<file path="src/execPkg.sv">
package execPkg;

    //////////////////////////////////////////////////
    // Datapath widths
    //////////////////////////////////////////////////

    // One operand word
    localparam int dataWidth = 32;
    // Full ALU result, wide enough for a product
    localparam int resultWidth = 64;
    // Register-field index
    localparam int regAddrWidth = 5;
    // Shift amount taken from operand A
    localparam int shiftAmtWidth = 5;
    // ALU operation code
    localparam int aluOpWidth = 4;

    //////////////////////////////////////////////////
    // ALU operation codes
    //////////////////////////////////////////////////

    // Arithmetic
    localparam logic [aluOpWidth-1:0] opAdd = 4'd0;
    localparam logic [aluOpWidth-1:0] opSub = 4'd1;
    // Bitwise logic
    localparam logic [aluOpWidth-1:0] opAnd = 4'd2;
    localparam logic [aluOpWidth-1:0] opOr = 4'd3;
    localparam logic [aluOpWidth-1:0] opXor = 4'd4;
    localparam logic [aluOpWidth-1:0] opNor = 4'd5;
    // Compare, result is 1 or 0
    localparam logic [aluOpWidth-1:0] opSlt = 4'd6;
    localparam logic [aluOpWidth-1:0] opSltu = 4'd7;
    // Shifts of operand B
    localparam logic [aluOpWidth-1:0] opSll = 4'd8;
    localparam logic [aluOpWidth-1:0] opSrl = 4'd9;
    localparam logic [aluOpWidth-1:0] opSra = 4'd10;
    // Full 64-bit products
    localparam logic [aluOpWidth-1:0] opMult = 4'd11;
    localparam logic [aluOpWidth-1:0] opMultu = 4'd12;
    // Codes 13 to 15 reserved, ALU returns zero

endpackage
</file>
<file path="src/exMemRegister.sv">
`timescale 1ns/1ps

module exMemRegister import execPkg::*; (
    input  logic                    Clk,
    input  logic                    arstN,
    input  logic                    stall,
    input  logic                    validIn,
    // Controls straight from ID/EX
    input  logic                    branchIn,
    input  logic                    memReadIn,
    input  logic                    memWriteIn,
    input  logic                    regWriteIn,
    input  logic                    memToRegIn,
    // Execute results
    input  logic [resultWidth-1:0]  aluOutIn,
    input  logic                    zeroIn,
    input  logic [dataWidth-1:0]    branchTargetAddressIn,
    input  logic [regAddrWidth-1:0] destinationRegIn,
    input  logic [dataWidth-1:0]    memoryWriteDataIn,
    // Toward the memory stage
    output logic                    validOut,
    output logic                    branchOut,
    output logic                    memReadOut,
    output logic                    memWriteOut,
    output logic                    regWriteOut,
    output logic                    memToRegOut,
    output logic [dataWidth-1:0]    branchTargetAddressOut,
    output logic [resultWidth-1:0]  aluOut,
    output logic                    zeroOut,
    output logic [regAddrWidth-1:0] destinationRegOut,
    output logic [dataWidth-1:0]    memoryWriteDataOut
);

    always_ff @(posedge Clk or negedge arstN) begin
        if (!arstN) begin
            validOut <= 1'b0;
            branchOut <= 1'b0;
            memReadOut <= 1'b0;
            memWriteOut <= 1'b0;
            regWriteOut <= 1'b0;
            memToRegOut <= 1'b0;
            branchTargetAddressOut <= '0;
            aluOut <= '0;
            zeroOut <= 1'b0;
            destinationRegOut <= '0;
            memoryWriteDataOut <= '0;
        end else if (!stall) begin
            validOut <= validIn;
            // Bubble must not touch memory or registers
            branchOut <= branchIn && validIn;
            memReadOut <= memReadIn && validIn;
            memWriteOut <= memWriteIn && validIn;
            regWriteOut <= regWriteIn && validIn;
            memToRegOut <= memToRegIn && validIn;
            // Data loads regardless, harmless on a bubble
            branchTargetAddressOut <= branchTargetAddressIn;
            aluOut <= aluOutIn;
            zeroOut <= zeroIn;
            destinationRegOut <= destinationRegIn;
            memoryWriteDataOut <= memoryWriteDataIn;
        end
    end

    // Memory stage sees a quiet bubble, also across stalls
    bubbleQuiet: assert property (
        @(posedge Clk) disable iff (!arstN)
        !validOut |-> !(branchOut || memReadOut || memWriteOut ||
                        regWriteOut || memToRegOut)
    );

endmodule

</file>
<file path="config.mk">
export PLATFORM = sky130hd
export DESIGN_NAME = exMemRegister
export DESIGN_NICKNAME = d
export VERILOG_FILES = /design/src/execPkg.sv /design/src/exMemRegister.sv
export SDC_FILE = /design/constraint.sdc
export NUM_CORES = 1
export LEC_CHECK = 0
export BUFFER_PORTS_ARGS = -buffer_cell sky130_fd_sc_hd__buf_2
export CORE_AREA = 2 2 150 152
export DETAILED_ROUTE_END_ITERATION = 16
export DIE_AREA = 0 0 152 154
export PLACE_DENSITY = 0.57
export SYNTH_ARGS = -nofsm -noshare
export SYNTH_HDL_FRONTEND = slang
export SYNTH_SLANG_ARGS = --single-unit
</file>
<file path="constraint.sdc">
create_clock -name Clk -period 1.42 [get_ports Clk]
set_input_delay 0.142 -clock Clk [delete_from_list [all_inputs] [get_ports Clk]]
set_output_delay 0.142 -clock Clk [all_outputs]
set_load 0.01 [all_outputs]
</file>
== Word level (Yosys, flattened, before mapping) ==
Cells that the tools add are included.
Cells by class
  reduce and logical (&&, ||, !) cells: 5
Operators with widths (number)
  $logic_and A1 B1 Y1: 5
Word-level totals
  bits in registers: 140
  bits of input ports: 143
  output and inout port bits: 140
  word-level logic and storage cells: 16

== Depth between registers and ports, before layout ==
  depth in word-level cells: 1
  depth in mapped cells: 5
  mapped depth without buffers: 2

== Worst setup path before layout ==
No wires, ideal clock.
  path kind: in2reg
  start point: input stall
  end point: register aluOut[49]
  library setup time: 0.125 ns
  arrival time: 0.834 ns
  required time: 1.295 ns
  setup slack: 0.461 ns
  cell stages on the path: 4
  path buffers: 3
  cells stage by stage: buf_6 > buf_6 > buf_6 > mux2_4
RTL lines
  start: declaration: RTL line exMemRegister.sv:6  | input logic stall,
  end signal: assignment: RTL line exMemRegister.sv:57  | aluOut <= aluOutIn;
  end: declaration: RTL line exMemRegister.sv:28  | output logic [resultWidth-1:0] aluOut,
No word-level cell between the ends.

== Worst setup path after layout ==
  start point: register branchTargetAddressOut[14]
  end point: output branchTargetAddressOut[14]
RTL lines
  start: declaration: RTL line exMemRegister.sv:27  | output logic [dataWidth-1:0] branchTargetAddressOut,
  start signal: assignment: RTL line exMemRegister.sv:56  | branchTargetAddressOut <= branchTargetAddressIn;
No word-level cell between the ends.

==> flow_metrics.env <==
export IMPL_synthesis_nets=449
export IMPL_core_area_um2=21690
export IMPL_required_ns=1.28
export IMPL_dr_pass1_iters=4
export IMPL_clock_latency_ns=0.40
export IMPL_final_cells=1034
export IMPL_cts_htree_levels=4
export IMPL_routabilityCongestion=0.7255
export IMPL_finalCritPeriodShare_pct=77.20
export IMPL_cp_buffers_inverters=1
export IMPL_cts_root_buf="clkbuf_16"
export IMPL_p_leak_nw=4.448
export IMPL_nNetsFinal=884
export IMPL_max_freq_mhz=912.2
export IMPL_routed_via_density=4.021
export IMPL_avgSynthCellArea_um2=17.50
export IMPL_maxCapViolations=0
export IMPL_grt_max_degree=45
export IMPL_ys_warn_count=0
export IMPL_grt_pass1_wl_mm=24.36
export IMPL_slowest_stage="dfrtp_1"
export IMPL_post_cts_resized=0
export IMPL_yosysSeqAreaShare_pct=65.44
export IMPL_path_depth=1
export IMPL_final_util_pct=42.38
export IMPL_antenna_cells=0
export IMPL_cp_cell_sequence="buf_2"
export IMPL_fp_dieW_um=152
export IMPL_die_area_um2=23410
export IMPL_setup_viol=0
export IMPL_die_y_um=154
export IMPL_port_buffers=282
export IMPL_cpPeakStageDelay_ns=0.39
export IMPL_fin_worst_skew_ns=0
export IMPL_num_vias=4158
export IMPL_tightest_slew_ns=0.3428
export IMPL_cts_tree="built"
export IMPL_start_util_pct=24.69
export IMPL_synthesis_area_um2=5354
export IMPL_routed_wirelength_mm=15.05
export IMPL_cts_setup_buffers=0
export IMPL_path_class="register to output pin"
export IMPL_hp_class="input pin to register"
export IMPL_power_density_nw_per_um2=1228
export IMPL_status="finished, final reports clean"
export IMPL_routedWlPerCell_um=14.55
export IMPL_cp_max_fo=2
export IMPL_arrival_ns=0.95
export IMPL_end_kind="output pin"
export IMPL_rows=54
export IMPL_power_w=0.01129
export IMPL_drc=0
export IMPL_min_period_ns=1.096
export IMPL_grtUsageTotal_pct=13.02
export IMPL_rsz0062_at_grt="false"
export IMPL_postSynthCellCount=306
export IMPL_ant_nets=0
export IMPL_hold_violations=0
export IMPL_ys_ff_latch=140
export IMPL_critPathLaunchType="register"
export IMPL_clock_sinks=140
export IMPL_relSlewSlack_pct=77.14
export IMPL_antenna_found_initial=0
export IMPL_reg2reg_depth=1
export IMPL_place_inst=862
export IMPL_final_max_slew_viol_count=0
export IMPL_grt_overflow_total=0
export IMPL_yosysUniqueCellTypes=7
export IMPL_whs_path_depth=3
export IMPL_max_vdd_ir_drop_mv=0.6412
export IMPL_finalSetupTns_ns=0
export IMPL_clock_path_buffers=2
export IMPL_grt_pass1_vias=4714
export IMPL_hpwl_mm=9.597
export IMPL_numCtsBuffers=17
export IMPL_syn_to_final_growth_pct=71.68
export IMPL_io_pins=283
export IMPL_initialDrtViolationCount=138
export IMPL_critPathTopFamily="flip-flops"
export IMPL_path_clk_slew_ns=0.06
export IMPL_drive_above_1_share_pct=60.74
worst paths after layout:
check | start | to | slack [ns]
setup / recovery | branchTargetAddressOut[14] | branchTargetAddressOut[14] | 0.32
hold / removal | stall | memReadOut | 0.06
setup reg to reg | aluOut[45] | aluOut[45] | 0.62
hold reg to reg | branchOut | branchOut | 0.49
max in group asynchronous | arstN | destinationRegOut[3] | 0.64
min in group asynchronous | arstN | aluOut[63] | 0.22
synth_stat cells:
cell type / n / area [um^2]
buf_6: 6 / 67.56
dfrtp_1: 140 / 3503
mux2_2: 95 / 1070
o21ai_0: 5 / 25.02
mux2_4: 40 / 600.6
buf_2: 10 / 50.05
nand2_1: 10 / 37.54
cells in the final DEF, fill, tap and decap left out, types with 3 or more instances in the layout:
cell type and n:
nand2_1 10, bufinv_16 4, buf_12 5, buf_2 280, buf_4 5, dfrtp_1 140
inv_6 3, clkbuf_16 17, mux2_2 95, o21ai_0 5, clkinvlp_4 4, dlygate4sd3_1 140
mux2_4 40
repair_timing:
| item | 4_1_cts | 5_1_grt |
|---|---|---|
| hold endpoints to repair | 271 | 0 |
| setup endpoints to repair | 0 | 0 |
| hold buffers | 140 | 0 |
layer usage:
metal,share of wire [%],GRT usage (%)
met5,0,0
met4,2.0,4.940
met3,6.8,4.284
met2,50,22.33
met1,41,15.18
registers in the layout (all words and copies together), names as in the netlist:
signal and cells:
aluOut 64, branchOut 1, branchTargetAddressOut 32, destinationRegOut 5
memReadOut 1, memToRegOut 1, memWriteOut 1, memoryWriteDataOut 32
regWriteOut 1, validOut 1, zeroOut 1
report_power, final:
part | internal (W) | total (W) | leakage (nW) | switching [W]
clock network | 0.00306 | 0.00483 | 0.300 | 0.00177
logic | 0.00110 | 0.00188 | 2.50 | 0.000782
registers | 0.00439 | 0.00458 | 1.64 | 0.000190
total | 0.00854 | 0.0113 | 4.45 | 0.00274
metrics by stage:
stage	hold WS [ns]	cell area [um^2]	worst slack, ns
floorplan	-0.1536	5354	0.4607
global placement	0.06412	7148	0.2961
detailed placement	0.06666	7148	0.2732
CTS	0.03310	9191	0.2981
global route	0.05744	9191	0.2697
finish	0.06170	9191	0.3237
cells by family (layout without fill, tap and decap cells):
group,after synthesis,in the layout,synth area share (%)
compound gates,5,5,0.4673
simple gates,10,10,0.7012
buf+inv,16,464,2.197
flops,140,140,65.44
mux,135,135,31.20
layout make-up:
class                   instances  area, um^2
fillers                      1959       12500
flip-flops and latches        140        3503
repair buffers                432        2963
multi-input cells             150        1733
clock buffers                  20       456.7
well taps                     280       350.3
clock inverters                12       185.2
Power figures use the tool's default switching activity.
