--- config.mk ---
export PLATFORM = sky130hd
export DESIGN_NAME = idExRegister
export DESIGN_NICKNAME = d
export VERILOG_FILES = /design/src/execPkg.sv /design/src/idExRegister.sv
export SDC_FILE = /design/constraint.sdc
export NUM_CORES = 1
export LEC_CHECK = 0
export ABC_AREA = 1
export CORE_AREA = 2 2 120 122
export DETAILED_ROUTE_END_ITERATION = 8
export DIE_AREA = 0 0 122 124
export DONT_BUFFER_PORTS = 1
export PLACE_DENSITY_LB_ADDON = 0.3
export REMOVE_ABC_BUFFERS = 1
export SYNTH_ARGS = -nofsm -noshare
export SYNTH_HDL_FRONTEND = slang
export SYNTH_SLANG_ARGS = --single-unit
--- constraint.sdc ---
create_clock -name Clk -period 0.8 [get_ports Clk]
set_input_delay 0.08 -clock Clk [delete_from_list [all_inputs] [get_ports Clk]]
set_output_delay 0.08 -clock Clk [all_outputs]
set_load 0.1 [all_outputs]
--- src/execPkg.sv ---
package execPkg;

    //////////////////////////////////////////////////
    // Datapath widths
    //////////////////////////////////////////////////

    // One operand word
    localparam int dataWidth = 32;
    // Full ALU result, wide enough for a product
    localparam int resultWidth = 64;
    // Register-field index
    localparam int regAddrWidth = 5;
    // Shift amount taken from operand A
    localparam int shiftAmtWidth = 5;
    // ALU operation code
    localparam int aluOpWidth = 4;

    //////////////////////////////////////////////////
    // ALU operation codes
    //////////////////////////////////////////////////

    // Arithmetic
    localparam logic [aluOpWidth-1:0] opAdd = 4'd0;
    localparam logic [aluOpWidth-1:0] opSub = 4'd1;
    // Bitwise logic
    localparam logic [aluOpWidth-1:0] opAnd = 4'd2;
    localparam logic [aluOpWidth-1:0] opOr = 4'd3;
    localparam logic [aluOpWidth-1:0] opXor = 4'd4;
    localparam logic [aluOpWidth-1:0] opNor = 4'd5;
    // Compare, result is 1 or 0
    localparam logic [aluOpWidth-1:0] opSlt = 4'd6;
    localparam logic [aluOpWidth-1:0] opSltu = 4'd7;
    // Shifts of operand B
    localparam logic [aluOpWidth-1:0] opSll = 4'd8;
    localparam logic [aluOpWidth-1:0] opSrl = 4'd9;
    localparam logic [aluOpWidth-1:0] opSra = 4'd10;
    // Full 64-bit products
    localparam logic [aluOpWidth-1:0] opMult = 4'd11;
    localparam logic [aluOpWidth-1:0] opMultu = 4'd12;
    // Codes 13 to 15 reserved, ALU returns zero

endpackage
--- src/idExRegister.sv ---
`timescale 1ns/1ps

module idExRegister import execPkg::*; (
    input  logic                    Clk,
    input  logic                    arstN,
    input  logic                    stall,
    input  logic                    flush,
    input  logic                    validIn,
    // Controls forwarded to later stages
    input  logic                    branchIn,
    input  logic                    memReadIn,
    input  logic                    memWriteIn,
    input  logic                    regWriteIn,
    input  logic                    memToRegIn,
    // Controls used in execute
    input  logic                    regDstIn,
    input  logic                    aluSrcIn,
    input  logic                    altAluSrc1In,
    input  logic                    zeroAluSrc1In,
    input  logic [aluOpWidth-1:0]   aluOpIn,
    // Operands and fields
    input  logic [dataWidth-1:0]    pcValueIn,
    input  logic [dataWidth-1:0]    readData1In,
    input  logic [dataWidth-1:0]    readData2In,
    input  logic [dataWidth-1:0]    signExtendOffsetIn,
    input  logic [regAddrWidth-1:0] rdFieldIn,
    input  logic [regAddrWidth-1:0] rtFieldIn,
    output logic                    validOut,
    output logic                    branchOut,
    output logic                    memReadOut,
    output logic                    memWriteOut,
    output logic                    regWriteOut,
    output logic                    memToRegOut,
    output logic                    regDstOut,
    output logic                    aluSrcOut,
    output logic                    altAluSrc1Out,
    output logic                    zeroAluSrc1Out,
    output logic [aluOpWidth-1:0]   aluOpOut,
    output logic [dataWidth-1:0]    pcValueOut,
    output logic [dataWidth-1:0]    readData1Out,
    output logic [dataWidth-1:0]    readData2Out,
    output logic [dataWidth-1:0]    signExtendOffsetOut,
    output logic [regAddrWidth-1:0] rdFieldOut,
    output logic [regAddrWidth-1:0] rtFieldOut
);

    always_ff @(posedge Clk or negedge arstN) begin
        if (!arstN) begin
            validOut <= 1'b0;
            branchOut <= 1'b0;
            memReadOut <= 1'b0;
            memWriteOut <= 1'b0;
            regWriteOut <= 1'b0;
            memToRegOut <= 1'b0;
            regDstOut <= 1'b0;
            aluSrcOut <= 1'b0;
            altAluSrc1Out <= 1'b0;
            zeroAluSrc1Out <= 1'b0;
            aluOpOut <= '0;
            pcValueOut <= '0;
            readData1Out <= '0;
            readData2Out <= '0;
            signExtendOffsetOut <= '0;
            rdFieldOut <= '0;
            rtFieldOut <= '0;
        end else if (!stall) begin
            // Flush turns this slot into a bubble
            validOut <= validIn && !flush;
            branchOut <= branchIn;
            memReadOut <= memReadIn;
            memWriteOut <= memWriteIn;
            regWriteOut <= regWriteIn;
            memToRegOut <= memToRegIn;
            regDstOut <= regDstIn;
            aluSrcOut <= aluSrcIn;
            altAluSrc1Out <= altAluSrc1In;
            zeroAluSrc1Out <= zeroAluSrc1In;
            aluOpOut <= aluOpIn;
            pcValueOut <= pcValueIn;
            readData1Out <= readData1In;
            readData2Out <= readData2In;
            signExtendOffsetOut <= signExtendOffsetIn;
            rdFieldOut <= rdFieldIn;
            rtFieldOut <= rtFieldIn;
        end
        // Stall keeps everything as is
    end

    // Decode never issues a load and a store together
    memAccessExclusive: assert property (
        @(posedge Clk) disable iff (!arstN)
        validOut |-> !(memReadOut && memWriteOut)
    );

endmodule

# [Word-level counts from Yosys, hierarchy flattened]
# Cells that the tools add are included.
# W data, S select, Z words.
[totals] register_bits=152 out_inout_bits=152
[op_classes] reduce_logical=2
[ops] cell="$logic_and A1 B1 Y1" n=1
[ops] cell="$logic_not A1 Y1" n=1

# [Logic depth before layout (Yosys ltp)]
[logic_depth] depth_word=2 ltp_mapped=6

# [Least setup slack after synthesis]
# No wires, ideal clock.
[synth_path] path_type="flip-flop to flip-flop" start="reg, netlist name altAluSrc1Out" end="reg altAluSrc1Out" setup_ns=0.068 arrival_time_ns=1.088 setup_slack_ns=-0.356 stages_incl_launch_ff=3 n_path_buf=0 period_less_slack_ns=1.156 path_cell_list="dfrtp_1 -> nand2_1 -> nand2_1"
[synth_rtl] element="end signal: assignment" line_no="idExRegister.sv:76" source="altAluSrc1Out <= altAluSrc1In;"
[synth_rtl] element="end: declaration" line_no="idExRegister.sv:36" source="output logic altAluSrc1Out,"

# [Final worst setup path]
[layout_path] start="reg pcValueOut[26]" end="out pcValueOut[26]"
[layout_rtl] element="start: declaration" line_no="idExRegister.sv:39" source="output logic [dataWidth-1:0] pcValueOut,"
[layout_rtl] element="start signal: assignment" line_no="idExRegister.sv:79" source="pcValueOut <= pcValueIn;"
# No word-level cell between the ends.

==> results.py <==
metrics = {
    "power_and_ir_drop": {
        "power.share.clock": 0.290,
        "pwr-share-seq": 0.334,
        "power.density_nw_per_um2": 2378,
        "combPwrFrac": 0.376,
        "p_leak_nw": 5.896,
        "p_switching_w": 0.01070,
        "p_int_w": 0.01695,
        "ir_worst_vdd_mv": 1.672,
        "power.total_w": 0.02765,
        "swShare": 0.3870,
    },
    "timing": {
        "setup_slack_ns": -0.3886,
        "skew_ns": 0,
        "worst_pin_slew_ns": 0.2551,
        "hold_slack_ns": -0.6561,
        "hold_viol_final": 304,
        "slew_violations": 0,
        "period_share": 1.486,
        "layout_min_cycle_time_ns": 1.189,
        "slew_headroom": 0.8299,
        "setup_violations": 174,
        "grt_setup_unrepaired": "yes",
        "max_freq_ghz": 0.8413,
    },
    "global_route": {
        "grt_pass1_vias": 6118,
        "grt_pass1_wl_um": 32140,
        "track_usage": 0.2839,
        "overflow": 0,
        "grt_max_degree": 154,
        "antenna_found_initial": 2,
    },
    "critical_path": {
        "path_delay_family": "flip-flops",
        "critPathMaxFanout": 2,
        "ff2ff_setup_slack_ns": -0.14,
        "cp.arrival_ns": 1.11,
        "cp-start-kind": "flop",
        "crit_buf_inv": 1,
        "end_kind": "primary output",
        "crit_type": "flop to primary output",
        "critical_path_required_ns": 0.72,
        "path_cells": "buf_12",
        "cp_slowest_cell": "dfrtp_1",
        "critPathMaxStageDelay_ns": 0.47,
    },
    "clock_tree": {
        "ctsLongestPathBuffers": 2,
        "cts_sinks": 152,
        "root_buffer": "clkbuf_16",
        "cts-htree-levels": 4,
        "clk_latency_ns": 0.43,
        "cts_tree": "built",
        "cts.reportedPaths.clkPinSlew_ns": 0.07,
        "cts_inserted_buffers": 17,
    },
    "synthesis": {
        "yosys.area.top_type": "dfrtp_1",
        "synth_area_leaders": "dfrtp_1, nand2_1, buf_2",
        "synthCells": 643,
        "synth_cell_types": 8,
        "synth_seq_cells": 152,
        "yosys_warnings": 0,
        "netlist.area_leader.share": 0.6612,
        "avgSynthCellArea_um2": 8.947,
        "seq_area_frac_synth": 0.6612,
        "netlist_area_um2": 5753,
    },
    "placed_design": {
        "dp_cells": 946,
        "preCtsSetupSlack_ns": 0.07234,
        "portBuffers": 0,
        "routabilityCongestion": 0.7748,
        "hpwlAfterDp_um": 11890,
    },
    "final_layout": {
        "final_cells": 1197,
        "layout.nets": 1158,
        "drive_gt1_frac": 0.2877,
        "nFillCells": 601,
        "area_delta_synth_final_pct": 102.2,
    },
    "drt": {
        "wl_per_cell_um": 20.53,
        "firstDrtPassIters": 7,
        "vias_per_cell": 5.052,
        "first_iter_violations": 410,
        "drt.antenna.violating_nets": 0,
        "drcViolationCount": 0,
        "vias": 6047,
        "routed_wl_um": 24570,
    },
    "floorplanning": {
        "ios": 308,
        "die_area_um2": 15130,
        "rows": 43,
        "core-area_um2": 13720,
        "start_util": 0.4193,
        "die_y_um": 124,
        "dieWidth_um": 122,
    },
    "outcome": {
        "status": "finished with violations",
        "violations": "negative hold slack, negative setup slack",
    },
    "worst_hold_path": {
        "hold_class": "primary input to async pin",
    },
    "job": {
        "drv_cap": 0,
    },
}
## what timing repair did
| item | CTS | global route |
|---|---|---|
| cloned | 0 | 0 |
| setup endpoints to repair | 152 | 171 |
| hold endpoints to repair | 304 | 304 |
| pin swaps | 1 | 26 |
| hold buffers | 150 | 1 |
| gates resized for setup | 0 | 58 |
| setup buffers | 24 | 48 |
## path summary, 6_finish.rpt
kind | to | startpoint | depth (start not counted)
min in group Clk | signExtendOffsetOut[11]$_DFFE_PN0N_ | stall | 2
min | pcValueOut[8]$_DFFE_PN0N_ | arstN | 0
min reg2reg | pcValueOut[7]$_DFFE_PN0N_ | pcValueOut[7]$_DFFE_PN0N_ | 2
max in group asynchronous | readData2Out[14]$_DFFE_PN0N_ | arstN | 0
max reg2reg | pcValueOut[26]$_DFFE_PN0N_ | pcValueOut[26]$_DFFE_PN0N_ | 4
max | pcValueOut[26] | pcValueOut[26]$_DFFE_PN0N_ | 1
## sequential cells by signal (all words and copies together), names as in the netlist, 4 cells and up
name                 flops
signExtendOffsetOut     32
readData2Out            32
aluOpOut                 4
pcValueOut              32
readData1Out            32
rdFieldOut               5
rtFieldOut               5
## synth_stat cells (all sizes together)
master  count
nand3       1
nand2     455
dfrtp     152
inv         2
buf        33
## cell families after synthesis
family / synth area share
and+or+nand+nor: 0.2977
DFF: 0.6612
buffers and inverters: 0.04111
## final cells by class
type,count,area (um2),share of cell area
clock inverter,13,127.6,0.01097
inverter,2,10.01,0.0008607
sequential,152,3804,0.3271
multi-input combinational,456,1821,0.1565
tap,180,225.2,0.01937
clock buffer,19,452.9,0.03895
timing repair buffer,373,5185,0.4458
antenna,2,5.005,0.0004303
## power groups by stage
stage | combinational [W] | sequential, W | clock, W
finish | 0.0104 | 0.00923 | 0.00801
global route | 0.0107 | 0.00928 | 0.00843
CTS | 0.00981 | 0.00914 | 0.00792
detailed placement | 0.00903 | 0.00928 | 0
global placement | 0.00892 | 0.00923 | 0
floorplan | 0.000675 | 0.0139 | 0
## layer usage
layer,track usage,vias to the layer above,wire length [um]
met5,0,-,0
met4,0.1437,0,1184
met3,0.09341,95,1957
met2,0.5199,394,13460
met1,0.2889,2912,7970
li1,-,2646,-
## placed cells by master, fill, tap and decap left out, drive strengths merged
cell type	count
nand2	455
inv	3
bufinv	2
dfrtp	152
nand3	1
clkinvlp	2
diode	2
clkbuf	19
buf	222
dlygate4sd3	151
clkinv	8
## through the flow
step | setup TNS [ns] | utilization | cell area (um2)
after detailed placement | 0 | 0.6460 | 8862
final | -47.54 | 0.8477 | 11630
after CTS | -46.55 | 0.8109 | 11120
after floorplan | -81.16 | - | 5527
after global placement | 0 | 0.6460 | 8862
after global routing | -52.23 | 0.8477 | 11630
Note: power is estimated with default switching activity, not from simulation.
